### src/vtp_addr_pkg.sv
/*
 * VTP address formats
 * Page numbers, page table entries and the rule that turns a table page
 * and an index into a memory word address
 */
package vtp_addr_pkg;

    // Page numbers count 4 KB pages
    typedef logic [19:0] t_va_page;
    typedef logic [19:0] t_pa_page;
    typedef logic [31:0] t_pte;
    typedef logic [31:0] t_mem_addr;

    // Low virtual page bits that a 2 MB page passes through
    localparam int BIG_PAGE_SHIFT = 9;

    // Level one uses virtual page bits 19:9 and level two uses bits 8:0
    localparam int L1_INDEX_BITS = 11;
    localparam int L2_INDEX_BITS = 9;

    // Entry fields
    localparam int PTE_PRESENT_BIT = 0;
    localparam int PTE_LEAF_BIT = 1;
    localparam int PTE_PAGE_LSB = 12;

    // One table page holds 1024 entry words
    localparam int TABLE_WORD_BITS = 10;

    // Word address of an entry, table page times 1024 plus index
    function automatic t_mem_addr pte_addr(input t_pa_page tbl_page,
                                           input logic [L1_INDEX_BITS-1:0] index);
        return (t_mem_addr'(tbl_page) << TABLE_WORD_BITS) + t_mem_addr'(index);
    endfunction

endpackage

### src/vtp_svc_pkg.sv
/*
 * VTP service control types
 * State encodings of the controller and the walker, and the event vector
 */
package vtp_svc_pkg;

    // Controller sequencing, one translation in service at a time
    typedef enum logic [2:0] {
        CTRL_IDLE,
        CTRL_LOOKUP,
        CTRL_CHECK,
        CTRL_WALK,
        CTRL_RESPOND,
        CTRL_FLUSH
    } t_ctrl_state;

    // Page table walker steps
    typedef enum logic [2:0] {
        WALK_IDLE,
        WALK_RD_L1,
        WALK_WAIT_L1,
        WALK_RD_L2,
        WALK_WAIT_L2,
        WALK_DONE
    } t_walk_state;

    // Event strobes for statistics counters
    typedef logic [3:0] t_vtp_events;

    localparam int EV_HIT_4KB = 0;
    localparam int EV_HIT_2MB = 1;
    localparam int EV_MISS = 2;
    localparam int EV_FAULT = 3;

endpackage

### src/vtp_tlb_if.sv
/*
 * Controller to TLB connection
 * Carries lookup requests with their hit response, fills and flush
 */
`timescale 1ns/1ps

interface vtp_tlb_if;
    import vtp_addr_pkg::*;

    // Lookup, answered one cycle later on hit and hit_pa
    logic     lookup_en;
    t_va_page lookup_va;
    logic     hit;
    t_pa_page hit_pa;

    // Single cycle fill and flush strobes
    logic     fill_en;
    t_va_page fill_va;
    t_pa_page fill_pa;
    logic     flush;

    modport ctrl (
        output lookup_en, lookup_va, fill_en, fill_va, fill_pa, flush,
        input  hit, hit_pa
    );

    modport tlb (
        input  lookup_en, lookup_va, fill_en, fill_va, fill_pa, flush,
        output hit, hit_pa
    );

endinterface

### src/vtp_walk_if.sv
/*
 * Controller to page table walker connection
 * A start strobe with the virtual page, answered by a done strobe
 */
`timescale 1ns/1ps

interface vtp_walk_if;
    import vtp_addr_pkg::*;

    // Request, only issued while the walker is idle
    logic     start;
    t_va_page va;

    // Result, valid in the cycle of done
    logic     done;
    t_pa_page pa;
    logic     big;
    logic     fault;

    modport ctrl (
        output start, va,
        input  done, pa, big, fault
    );

    modport walker (
        input  start, va,
        output done, pa, big, fault
    );

endinterface

### src/vtp_tlb.sv
/*
 * Direct-mapped TLB
 * Caches translations for one page size, set by PAGE_SHIFT, and answers
 * each lookup one cycle later
 */
`timescale 1ns/1ps

module vtp_tlb
#(
    parameter int PAGE_SHIFT = 0,
    parameter int NUM_SETS = 64
)
(
    input logic clk,
    input logic reset,
    vtp_tlb_if.tlb tlb_if
);
    import vtp_addr_pkg::*;

    localparam int IDX_BITS = $clog2(NUM_SETS);
    localparam int TAG_BITS = $bits(t_va_page) - PAGE_SHIFT - IDX_BITS;
    localparam int PPN_BITS = $bits(t_pa_page) - PAGE_SHIFT;

    // Page bits that pass straight from the virtual page to the result
    localparam t_pa_page LOW_MASK = t_pa_page'((1 << PAGE_SHIFT) - 1);

    typedef logic [IDX_BITS-1:0] t_set_idx;
    typedef logic [TAG_BITS-1:0] t_tag;
    typedef logic [PPN_BITS-1:0] t_ppn_hi;

    logic [NUM_SETS-1:0] valid;
    t_tag                tag_mem [NUM_SETS];
    t_ppn_hi             ppn_mem [NUM_SETS];

    // The set comes from the low bits above the page offset
    function automatic t_set_idx set_of(input t_va_page va);
        t_va_page sh;
        sh = va >> PAGE_SHIFT;
        return sh[IDX_BITS-1:0];
    endfunction

    // The tag is everything above the set index
    function automatic t_tag tag_of(input t_va_page va);
        t_va_page sh;
        sh = va >> PAGE_SHIFT;
        return sh[IDX_BITS +: TAG_BITS];
    endfunction

    // Valid bits, cleared all at once by a flush
    always_ff @(posedge clk)
    begin
        if (reset || tlb_if.flush)
        begin
            valid <= '0;
        end
        else if (tlb_if.fill_en)
        begin
            valid[set_of(tlb_if.fill_va)] <= 1'b1;
        end
    end

    // A fill overwrites whatever the set held before
    always_ff @(posedge clk)
    begin
        if (tlb_if.fill_en)
        begin
            tag_mem[set_of(tlb_if.fill_va)] <= tag_of(tlb_if.fill_va);
            ppn_mem[set_of(tlb_if.fill_va)] <= t_ppn_hi'(tlb_if.fill_pa >> PAGE_SHIFT);
        end
    end

    // Lookup result, registered so it shows one cycle after the request
    always_ff @(posedge clk)
    begin
        if (reset)
        begin
            tlb_if.hit <= 1'b0;
        end
        else
        begin
            tlb_if.hit <= tlb_if.lookup_en && valid[set_of(tlb_if.lookup_va)] &&
                          (tag_mem[set_of(tlb_if.lookup_va)] == tag_of(tlb_if.lookup_va));
        end
    end

    // Rebuild the full 4 KB page from the stored upper bits
    always_ff @(posedge clk)
    begin
        if (tlb_if.lookup_en)
        begin
            tlb_if.hit_pa <= (t_pa_page'(ppn_mem[set_of(tlb_if.lookup_va)]) << PAGE_SHIFT) |
                             (t_pa_page'(tlb_if.lookup_va) & LOW_MASK);
        end
    end

endmodule

### src/vtp_pt_walker.sv
/*
 * Page table walker
 * Reads the level-one and, when needed, the level-two entry of a virtual
 * page from external memory and reports the page, its size or a fault
 */
`timescale 1ns/1ps

module vtp_pt_walker
(
    input  logic                   clk,
    input  logic                   reset,
    vtp_walk_if.walker             walk,
    input  vtp_addr_pkg::t_pa_page pt_base,

    output logic                    mem_rd_en,
    output vtp_addr_pkg::t_mem_addr mem_rd_addr,
    input  logic                    mem_rd_valid,
    input  vtp_addr_pkg::t_pte      mem_rd_data
);
    import vtp_addr_pkg::*;
    import vtp_svc_pkg::*;

    t_walk_state state;

    // Request and result registers
    t_va_page va_q;
    t_pa_page l2_table;
    t_pa_page pa_q;
    logic     big_q;
    logic     fault_q;

    // Page field of the entry coming back from memory
    t_pa_page rd_page;

    assign rd_page = mem_rd_data[PTE_PAGE_LSB +: $bits(t_pa_page)];

    // ====================
    // Memory reads
    // ====================

    // One read per RD state, so only one is ever outstanding
    always_comb
    begin
        mem_rd_en = (state == WALK_RD_L1) || (state == WALK_RD_L2);
        if (state == WALK_RD_L2)
        begin
            mem_rd_addr = pte_addr(l2_table, L1_INDEX_BITS'(va_q[L2_INDEX_BITS-1:0]));
        end
        else
        begin
            mem_rd_addr = pte_addr(pt_base, va_q[L2_INDEX_BITS +: L1_INDEX_BITS]);
        end
    end

    // ====================
    // Walk sequencing
    // ====================

    always_ff @(posedge clk)
    begin
        if (reset)
        begin
            state <= WALK_IDLE;
        end
        else
        begin
            case (state)
                WALK_IDLE:
                    if (walk.start)
                        state <= WALK_RD_L1;
                WALK_RD_L1:
                    state <= WALK_WAIT_L1;
                WALK_WAIT_L1:
                    if (mem_rd_valid)
                    begin
                        // Faults and 2 MB leaves finish at level one
                        if (!mem_rd_data[PTE_PRESENT_BIT] || mem_rd_data[PTE_LEAF_BIT])
                            state <= WALK_DONE;
                        else
                            state <= WALK_RD_L2;
                    end
                WALK_RD_L2:
                    state <= WALK_WAIT_L2;
                WALK_WAIT_L2:
                    if (mem_rd_valid)
                        state <= WALK_DONE;
                default:
                    state <= WALK_IDLE;
            endcase
        end
    end

    // Capture the request and build the result as entries arrive
    always_ff @(posedge clk)
    begin
        if (state == WALK_IDLE && walk.start)
        begin
            va_q <= walk.va;
            big_q <= 1'b0;
            fault_q <= 1'b0;
        end
        else if (state == WALK_WAIT_L1 && mem_rd_valid)
        begin
            l2_table <= rd_page;
            fault_q <= !mem_rd_data[PTE_PRESENT_BIT];
            big_q <= mem_rd_data[PTE_PRESENT_BIT] && mem_rd_data[PTE_LEAF_BIT];
            // A 2 MB page keeps the low virtual page bits
            pa_q <= {rd_page[$bits(t_pa_page)-1:BIG_PAGE_SHIFT], va_q[BIG_PAGE_SHIFT-1:0]};
        end
        else if (state == WALK_WAIT_L2 && mem_rd_valid)
        begin
            fault_q <= !mem_rd_data[PTE_PRESENT_BIT];
            pa_q <= rd_page;
        end
    end

    assign walk.done = (state == WALK_DONE);
    assign walk.pa = pa_q;
    assign walk.big = big_q;
    assign walk.fault = fault_q;

endmodule

### src/vtp_svc_ctrl.sv
/*
 * VTP service controller
 * Holds one request per client port, picks them round-robin, looks them up
 * in both TLBs, starts walks on a miss, fills, responds and flushes
 */
`timescale 1ns/1ps

module vtp_svc_ctrl
#(
    parameter int N_PORTS = 4
)
(
    input  logic                                 clk,
    input  logic                                 reset,

    input  logic [N_PORTS-1:0]                   lookup_en,
    input  vtp_addr_pkg::t_va_page [N_PORTS-1:0] lookup_va,
    output logic [N_PORTS-1:0]                   lookup_rdy,

    output logic [N_PORTS-1:0]                   rsp_valid,
    output vtp_addr_pkg::t_pa_page               rsp_pa,
    output logic                                 rsp_big,
    output logic                                 rsp_fault,

    input  logic                                 tlb_flush,
    output vtp_svc_pkg::t_vtp_events             events,

    vtp_tlb_if.ctrl                              tlb_4kb,
    vtp_tlb_if.ctrl                              tlb_2mb,
    vtp_walk_if.ctrl                             walk
);
    import vtp_addr_pkg::*;
    import vtp_svc_pkg::*;

    localparam int PORT_BITS = (N_PORTS > 1) ? $clog2(N_PORTS) : 1;

    typedef logic [PORT_BITS-1:0] t_port_idx;

    t_ctrl_state state;

    logic [N_PORTS-1:0] slot_valid;
    t_va_page           slot_va [N_PORTS];

    t_port_idx prio_ptr;
    t_port_idx pick_idx;
    logic      pick_found;
    t_port_idx sel_idx;
    t_va_page  cur_va;
    logic      flush_pend;
    logic      any_hit;

    // ====================
    // Request slots
    // ====================

    // A port is ready exactly when its slot is empty
    assign lookup_rdy = ~slot_valid;

    always_ff @(posedge clk)
    begin
        if (reset)
        begin
            slot_valid <= '0;
        end
        else
        begin
            slot_valid <= (slot_valid | lookup_en) & ~rsp_valid;
        end
    end

    always_ff @(posedge clk)
    begin
        for (int p = 0; p < N_PORTS; p++)
        begin
            if (lookup_en[p] && !slot_valid[p])
                slot_va[p] <= lookup_va[p];
        end
    end

    // Search pending slots starting at the rotating priority pointer
    always_comb
    begin : arb
        int cand;
        pick_found = 1'b0;
        pick_idx = prio_ptr;
        for (int i = 0; i < N_PORTS; i++)
        begin
            cand = int'(prio_ptr) + i;
            if (cand >= N_PORTS)
                cand = cand - N_PORTS;
            if (!pick_found && slot_valid[cand])
            begin
                pick_found = 1'b1;
                pick_idx = t_port_idx'(cand);
            end
        end
    end

    // ====================
    // Service sequencing
    // ====================

    assign any_hit = tlb_4kb.hit || tlb_2mb.hit;

    always_ff @(posedge clk)
    begin
        if (reset)
        begin
            state <= CTRL_IDLE;
            prio_ptr <= '0;
            flush_pend <= 1'b0;
            events <= '0;
        end
        else
        begin
            events <= '0;
            // A flush request waits here until the controller is idle
            flush_pend <= tlb_flush || (flush_pend && state != CTRL_FLUSH);
            case (state)
                CTRL_IDLE:
                    if (flush_pend)
                        state <= CTRL_FLUSH;
                    else if (pick_found)
                    begin
                        state <= CTRL_LOOKUP;
                        if (pick_idx == t_port_idx'(N_PORTS - 1))
                            prio_ptr <= '0;
                        else
                            prio_ptr <= pick_idx + 1'b1;
                    end
                CTRL_LOOKUP:
                    state <= CTRL_CHECK;
                CTRL_CHECK:
                begin
                    events[EV_HIT_4KB] <= tlb_4kb.hit;
                    events[EV_HIT_2MB] <= !tlb_4kb.hit && tlb_2mb.hit;
                    events[EV_MISS] <= !any_hit;
                    state <= any_hit ? CTRL_RESPOND : CTRL_WALK;
                end
                CTRL_WALK:
                    if (walk.done)
                    begin
                        events[EV_FAULT] <= walk.fault;
                        state <= CTRL_RESPOND;
                    end
                default:
                    state <= CTRL_IDLE;
            endcase
        end
    end

    // Selected request and the response it will get
    always_ff @(posedge clk)
    begin
        if (state == CTRL_IDLE && pick_found)
        begin
            sel_idx <= pick_idx;
            cur_va <= slot_va[pick_idx];
        end
        if (state == CTRL_CHECK)
        begin
            rsp_pa <= tlb_4kb.hit ? tlb_4kb.hit_pa : tlb_2mb.hit_pa;
            rsp_big <= !tlb_4kb.hit;
            rsp_fault <= 1'b0;
        end
        else if (state == CTRL_WALK && walk.done)
        begin
            rsp_pa <= walk.pa;
            rsp_big <= walk.big;
            rsp_fault <= walk.fault;
        end
    end

    // ====================
    // TLB, walker and response strobes
    // ====================

    always_comb
    begin
        tlb_4kb.lookup_en = (state == CTRL_LOOKUP);
        tlb_2mb.lookup_en = (state == CTRL_LOOKUP);
        tlb_4kb.lookup_va = cur_va;
        tlb_2mb.lookup_va = cur_va;

        // A completed walk fills only the TLB of its page size
        tlb_4kb.fill_en = (state == CTRL_WALK) && walk.done && !walk.fault && !walk.big;
        tlb_2mb.fill_en = (state == CTRL_WALK) && walk.done && !walk.fault && walk.big;
        tlb_4kb.fill_va = cur_va;
        tlb_2mb.fill_va = cur_va;
        tlb_4kb.fill_pa = walk.pa;
        tlb_2mb.fill_pa = walk.pa;

        tlb_4kb.flush = (state == CTRL_FLUSH);
        tlb_2mb.flush = (state == CTRL_FLUSH);

        walk.start = (state == CTRL_CHECK) && !any_hit;
        walk.va = cur_va;

        rsp_valid = '0;
        if (state == CTRL_RESPOND)
            rsp_valid[sel_idx] = 1'b1;
    end

endmodule

### src/vtp_svc.sv
/*
 * VTP translation service top level
 * Joins the controller, the 4 KB and 2 MB TLBs and the page table walker
 */
`timescale 1ns/1ps

module vtp_svc
#(
    parameter int N_PORTS = 4,
    parameter int TLB_4KB_SETS = 64,
    parameter int TLB_2MB_SETS = 16
)
(
    input  logic                                 clk,
    input  logic                                 reset,

    // Client requests
    input  logic [N_PORTS-1:0]                   lookup_en,
    input  vtp_addr_pkg::t_va_page [N_PORTS-1:0] lookup_va,
    output logic [N_PORTS-1:0]                   lookup_rdy,

    // Responses, shared payload with a strobe per port
    output logic [N_PORTS-1:0]                   rsp_valid,
    output vtp_addr_pkg::t_pa_page               rsp_pa,
    output logic                                 rsp_big,
    output logic                                 rsp_fault,

    // Page table memory reads
    output logic                                 mem_rd_en,
    output vtp_addr_pkg::t_mem_addr              mem_rd_addr,
    input  logic                                 mem_rd_valid,
    input  vtp_addr_pkg::t_pte                   mem_rd_data,

    input  vtp_addr_pkg::t_pa_page               pt_base,
    input  logic                                 tlb_flush,
    output vtp_svc_pkg::t_vtp_events             events
);
    import vtp_addr_pkg::*;

    vtp_tlb_if  tlb_4kb_bus ();
    vtp_tlb_if  tlb_2mb_bus ();
    vtp_walk_if walk_bus ();

    vtp_svc_ctrl #(.N_PORTS(N_PORTS)) ctrl (
        .clk(clk),
        .reset(reset),
        .lookup_en(lookup_en),
        .lookup_va(lookup_va),
        .lookup_rdy(lookup_rdy),
        .rsp_valid(rsp_valid),
        .rsp_pa(rsp_pa),
        .rsp_big(rsp_big),
        .rsp_fault(rsp_fault),
        .tlb_flush(tlb_flush),
        .events(events),
        .tlb_4kb(tlb_4kb_bus.ctrl),
        .tlb_2mb(tlb_2mb_bus.ctrl),
        .walk(walk_bus.ctrl)
    );

    // The 2 MB TLB ignores the low virtual page bits of a big page
    vtp_tlb #(.PAGE_SHIFT(0), .NUM_SETS(TLB_4KB_SETS)) tlb_4kb (
        .clk(clk),
        .reset(reset),
        .tlb_if(tlb_4kb_bus.tlb)
    );

    vtp_tlb #(.PAGE_SHIFT(BIG_PAGE_SHIFT), .NUM_SETS(TLB_2MB_SETS)) tlb_2mb (
        .clk(clk),
        .reset(reset),
        .tlb_if(tlb_2mb_bus.tlb)
    );

    vtp_pt_walker walker (
        .clk(clk),
        .reset(reset),
        .walk(walk_bus.walker),
        .pt_base(pt_base),
        .mem_rd_en(mem_rd_en),
        .mem_rd_addr(mem_rd_addr),
        .mem_rd_valid(mem_rd_valid),
        .mem_rd_data(mem_rd_data)
    );

endmodule

### config.mk
export PLATFORM = sky130hd
export DESIGN_NAME = vtp_svc
export DESIGN_NICKNAME = d
export VERILOG_FILES = /design/src/vtp_addr_pkg.sv /design/src/vtp_svc_pkg.sv /design/src/vtp_tlb_if.sv /design/src/vtp_walk_if.sv /design/src/vtp_tlb.sv /design/src/vtp_pt_walker.sv /design/src/vtp_svc_ctrl.sv /design/src/vtp_svc.sv
export SDC_FILE = /design/constraint.sdc
export NUM_CORES = 2
export LEC_CHECK = 0
export BUFFER_PORTS_ARGS = -buffer_cell sky130_fd_sc_hd__buf_4
export CAP_MARGIN = 20
export CELL_PAD_IN_SITES_DETAIL_PLACEMENT = 0
export CELL_PAD_IN_SITES_GLOBAL_PLACEMENT = 2
export CORE_ASPECT_RATIO = 1.75
export CORE_MARGIN = 3
export CORE_UTILIZATION = 39
export CTS_BUF_LIST = sky130_fd_sc_hd__clkbuf_16
export CTS_CLUSTER_SIZE = 8
export DETAILED_ROUTE_END_ITERATION = 10
export GPL_TIMING_DRIVEN = 0
export HOLD_SLACK_MARGIN = 0.1
export PLACE_DENSITY_LB_ADDON = 0.15
export SLEW_MARGIN = 20
export SYNTH_ARGS = -nofsm -noshare
export SYNTH_HDL_FRONTEND = slang
export SYNTH_SLANG_ARGS = --single-unit
### constraint.sdc
create_clock -name clk -period 4.25 [get_ports clk]
set_clock_uncertainty 0.05 [all_clocks]
set_input_delay 0.85 -clock clk [delete_from_list [all_inputs] [get_ports clk]]
set_output_delay 0.85 -clock clk [all_outputs]
set_load 0.05 [all_outputs]
======== After elaboration in Yosys (flattened, before gate mapping) ========
Memory sizes are Yosys's and may differ from the RTL's. A register that Yosys moved wholly into a read port is not among the register bits.
Index checks and enable logic that the tools add are counted.
Widths: inputs -> output; s select.
word-level totals
  flip-flop bits (word level) ............. 205
  bits in writable memories ............... 2544
  logic and storage cells ................. 203
  memories kept ........................... 5
cells by class
  add/subtract/negate cells ............... 10
  $lt $le $gt $ge ......................... 14
  equality and inequality tests ........... 19
  mux-type cells .......................... 68
  bitwise gates (word level) .............. 12
  reductions and logical operators ........ 54
memory list
  name             depth  bits a word  read ports  clocked after memory_dff  wr ports  line                text
  tlb_4kb.ppn_mem  64     20           1           1                         1         vtp_tlb.sv:33       t_ppn_hi ppn_mem [NUM_SETS];
  tlb_4kb.tag_mem  64     14           1           0                         1         vtp_tlb.sv:32       t_tag tag_mem [NUM_SETS];
  tlb_2mb.ppn_mem  16     11           1           0                         1         vtp_tlb.sv:33
  tlb_2mb.tag_mem  16     7            1           0                         1         vtp_tlb.sv:32
  ctrl.slot_va     4      20           1           1                         4         vtp_svc_ctrl.sv:42  t_va_page slot_va [N_PORTS];
operators with widths
  kind                   number
  $lt 32x4->1 const B    4
  $mux 32                4
  $mux 20                5
  $ge 32x4->1 const B    3
  $sub 32x4->32 const B  3
  $or 64x64->64          1
  $mux 1                 33
  $add 30x11->31         1
  $add 30x9->31          1
  $mux 31                1
  $logic_and 1x1->1      26
  $mux 3                 8
  $or 20x9->20           1
  $or 16x16->16          1
  $pmux 3 s5             1
  $eq 14x14->1           1
  $eq 3x2->1 const B     4
  $eq 3x3->1 const B     4
  $logic_not 1->1        12
  $pmux 3 s4             1
  $mux 2                 5
  $bmux 1 s2             4
  $not 4->4              2
  $eq 7x7->1             1
  other kinds (33)       50

======== Longest topological paths before layout ========
  depth after elaboration ................. 18
  mapped depth ............................ 15

======== Modules after synthesis ========
From an unflattened synthesis, not the netlist that was laid out.
second synthesis, totals
  cell total of the unflattened synthesis .. 4900
  area, all modules ....................... 108355.2 um2
by module, submodules not included
  module              instances  cells each  area an instance (um2)
  vtp_tlb at tlb_4kb  1          3683        86778.2
  vtp_tlb at tlb_2mb  1          530         12298.0
  vtp_svc_ctrl        1          439         6317.3
  vtp_pt_walker       1          248         2961.6

======== Least setup slack after synthesis ========
OpenSTA, ideal clock, no wires.
  path type ............................... reg-to-reg
  start point ............................. register ctrl.cur_va[10] (netlist: ctrl.tlb_2mb.fill_va[10]), read port of ctrl.slot_va
  end point ............................... memory tlb_2mb.ppn_mem[3][0] in the netlist's numbering, enable pin
  library setup time ...................... 0.418 ns
  arrival time ............................ 4.008 ns
  required time ........................... 3.782 ns
  slack ................................... -0.226 ns
  cell stages (with the launch flop) ...... 7
  period minus slack after synthesis ...... 4.476 ns
  cells stage by stage .................... edfxtp_1 clkbuf_1 buf_1 clkbuf_1 clkbuf_1 nand4_1 nor3_1
RTL lines
  element          line                text
  start, declared  vtp_svc_ctrl.sv:48  t_va_page cur_va;
  end, declared    vtp_tlb.sv:33
Straight into the memory's write port.

==> impl_metrics.env <==
export IMPL_outcome="finished, violations left"
export IMPL_violations="negative setup slack"
export IMPL_arrival_ps=5110
export IMPL_ir_worst_vdd_v=0.0004108
export IMPL_final_antenna_net_count=0
export IMPL_netlist_area_sq_um=104800
export IMPL_cellLeakagePower_uw=0.04426
export IMPL_clockBufferDepth=4
export IMPL_coreArea_sq_um=267300
export IMPL_clock_root_buffer="clkbuf_16"
export IMPL_regToRegStartpoint="ctrl.tlb_2mb.fill_va[1]"
export IMPL_drv_cap=0
export IMPL_die_area_sq_um=275200
export IMPL_cts_buffers=390
export IMPL_yosysSeqAreaShare=0.7894
export IMPL_area_growth_syn_to_layout_pct=27.78
export IMPL_totalWireLength_microns=488200
export IMPL_crit_fanout=10
export IMPL_netlist_instances=5485
export IMPL_final_common_cell="edfxtp_1"
export IMPL_finalSetupViolCount=111
export IMPL_die_w_microns=397.9
export IMPL_grt_first_pass_wirelength_microns=633900
export IMPL_final_util=0.5011
export IMPL_min_from="tlb_flush"
export IMPL_overflow=0
export IMPL_vias=66268
export IMPL_track_usage=0.3522
export IMPL_wl_per_cell_microns=46.96
export IMPL_setup_slack_ps=-182.0
export IMPL_ys_dominant_reg_cell="edfxtp_1"
export IMPL_postSynth_asyncResetShare=0
export IMPL_critical_path_class="flop to flop"
export IMPL_dr_pass1_iters=7
export IMPL_layout_common_cells="edfxtp_1 (2,687), clkbuf_16 (399), a22oi_1 (386)"
export IMPL_via_per_inst=6.375
export IMPL_initial_core_util=0.3921
export IMPL_r2r_slack_ps=-180
export IMPL_worst_pin_slew_ps=1248
export IMPL_antenna_found_initial=25
export IMPL_hold_path_class="primary input to flop"
export IMPL_period_share=1.043
export IMPL_reg2reg_depth=12
export IMPL_synth_edf_count=2687
export IMPL_finalHoldViolCount=0
export IMPL_fin_nets=6813
export IMPL_slew_viol_final=0
export IMPL_htree_levels=5
export IMPL_yosys_warnings=0
export IMPL_clkLatencyLatePin_ps=950
export IMPL_finalCriticalPeriod_ps=4432
export IMPL_power_density_nw_per_um2=705.1
export IMPL_fill_cells=21563
export IMPL_dp_cells=9615
export IMPL_clock_sinks=2789
export IMPL_ys_seq_elements=2789
export IMPL_io_pins=207
export IMPL_cts_tree="done"
export IMPL_place_congestion=0.8985
export IMPL_hold_depth=3
export IMPL_hpwl_microns=346800
export IMPL_io_buffers=194
export IMPL_die_h_microns=691.8
export IMPL_crit_path_end_kind="flop"
export IMPL_cp_required_ps=4930
export IMPL_start_kind="flop"
export IMPL_yosysUniqueCellTypes=70
export IMPL_grt_pass1_vias=65847
export IMPL_drt_iter0_drc=9809
export IMPL_r2r_end="tlb_4kb.tlb_if.hit_pa[9]"
export IMPL_drive_gt1_frac=0.2921
export IMPL_layout_cells_non_filler=10395
export IMPL_max_slew_margin=0.1648
export IMPL_timing_fmax_mhz=225.6
export IMPL_route_detailed_drc=0
export IMPL_holdPathEnd="ctrl.flush_pend"
export IMPL_rsz0062_at_grt="true"
export IMPL_cts_clk_slew_worst_paths_ps=50
export IMPL_postSynthAreaPerCell_sq_um=19.11
export IMPL_grt_max_degree=41
export IMPL_rows=251
export IMPL_syn_nets=5628
kinds of logic (layout without fill, tap and decap cells):
kind of cell,count (synthesis),after routing,synth area share
AO/OA/AOI/OAI,1184,1184,0.08213
XOR/XNOR,38,38,0.003176
adder cells (fa/ha/maj),3,3,0.0003582
buffers and inverters,353,1688,0.01534
flip-flops,2789,2789,0.7894
multiplexers,531,531,0.08317
other,1,34,0.00003578
AND/OR/NAND/NOR,586,586,0.02640
worst max path at each step:
| stage | startpoint | depth (start not counted) | slack [ps] | to |
|---|---|---|---|---|
| after global routing | ctrl.tlb_2mb.fill_va[0] | 12 | -9 | tlb_4kb.tlb_if.hit |
| after detailed placement | ctrl.tlb_2mb.fill_va[0] | 11 | -2290 | tlb_4kb.tlb_if.hit_pa[9] |
| after CTS | ctrl.tlb_2mb.fill_va[3] | 10 | -300 | tlb_4kb.tlb_if.hit |
| final | ctrl.tlb_2mb.fill_va[1] | 12 | -180 | tlb_4kb.tlb_if.hit_pa[9] |
| after global placement | ctrl.tlb_2mb.fill_va[4] | 5 | -7540 | tlb_4kb.ppn_mem[4][14] |
| after floorplan | ctrl.tlb_2mb.fill_va[9] | 5 | 120 | tlb_2mb.ppn_mem[1][0] |
cell type report:
| type | count | area [sq um] | share of cell area |
|---|---|---|---|
| antenna | 33 | 82.58 | 0.0006167 |
| buffer | 329 | 2327 | 0.01738 |
| clock buffer | 399 | 9985 | 0.07456 |
| clock inverter | 143 | 764.5 | 0.005709 |
| inverter | 17 | 66.31 | 0.0004952 |
| multi-input combinational | 2343 | 22090 | 0.1649 |
| sequential | 2789 | 82730 | 0.6178 |
| tap | 3542 | 4432 | 0.03309 |
| timing repair buffer | 800 | 11440 | 0.08544 |
routing by layer:
layer / routed length (microns) / vias up / track usage
li1: - / 25191 / -
met1: 154200 / 34722 / 0.3729
met2: 238800 / 4666 / 0.5834
met3: 39330 / 1673 / 0.07621
met4: 55680 / 16 / 0.3233
met5: 110 / - / 0.0005304
synthesized netlist by cell type (12+ instances only):
cell type | count | area (sq um)
a31oi_1 | 77 | 481.7
mux4_2 | 261 | 5878
a221o_1 | 22 | 220.2
buf_1 | 51 | 191.4
a22oi_1 | 390 | 2928
o211ai_1 | 13 | 97.59
nor4_1 | 12 | 75.07
buf_4 | 17 | 127.6
inv_1 | 15 | 56.30
nor2_1 | 201 | 754.5
mux2i_1 | 165 | 1652
a221oi_1 | 171 | 1498
edfxtp_1 | 2687 | 80690
o22ai_1 | 35 | 219.0
mux2_2 | 101 | 1137
a22o_1 | 76 | 665.6
a211oi_1 | 13 | 97.59
nand3_1 | 44 | 220.2
xnor2_1 | 17 | 148.9
buf_2 | 103 | 515.5
dfxtp_1 | 102 | 2042
nor3_1 | 28 | 140.1
xor2_1 | 21 | 183.9
o21a_1 | 81 | 608.1
buf_6 | 12 | 135.1
nand2_1 | 157 | 589.3
nor2b_1 | 16 | 100.1
o21ai_0 | 86 | 430.4
clkbuf_1 | 153 | 574.3
nand2b_1 | 18 | 112.6
a21oi_1 | 155 | 775.7
nand4_1 | 51 | 319.1
report_power, final:
part	leakage (uW)	switching [uW]	internal [uW]	total (uW)
Clock	0.00572	11700	16600	28300
Sequential	0.0250	564	32600	33200
Combinational	0.0135	23300	9610	33000
flip-flops by register name, summed over array words and instances, names as in the netlist, 64 cells and up:
signal,flops
tlb_4kb.ppn_mem,1280
tlb_4kb.tag_mem,896
tlb_2mb.ppn_mem,176
tlb_2mb.tag_mem,112
ctrl.slot_va,80
tlb_4kb.valid,64
critical path: stages (launching register included):
cell and delay (ps):
edfxtp_1 480, buf_6 220, buf_6 200, buf_6 220
and2_1 160, clkbuf_1 720, clkbuf_2 560, a21oi_1 140
a21oi_1 680, a221oi_1 130, o22ai_1 270, a211oi_4 130
o21ai_1 240
stage by stage:
step	hold slack, ps	setup WS [ps]	TNS (ps)	area, sq um	total power (uW)
CTS	102.8	-297.9	-813.1	133400	93120
global route	167.9	-8.702	-16.71	133900	95600
global placement	391.1	-7541	-	110700	62180
finish	147.9	-182.0	-4992	133900	94420
floorplan	385.2	123.2	0	104800	46790
detailed placement	397.6	-2286	-3116580	119500	63780
repair_timing:
action,CTS,global route
hold buffers,101,0
endpoints found under the hold margin,112,0
pin swaps,57,17
gates resized for setup,404,107
buffers inserted,104,6
setup endpoints to repair,2507,183
Note: power is estimated with default switching activity, not from simulation.
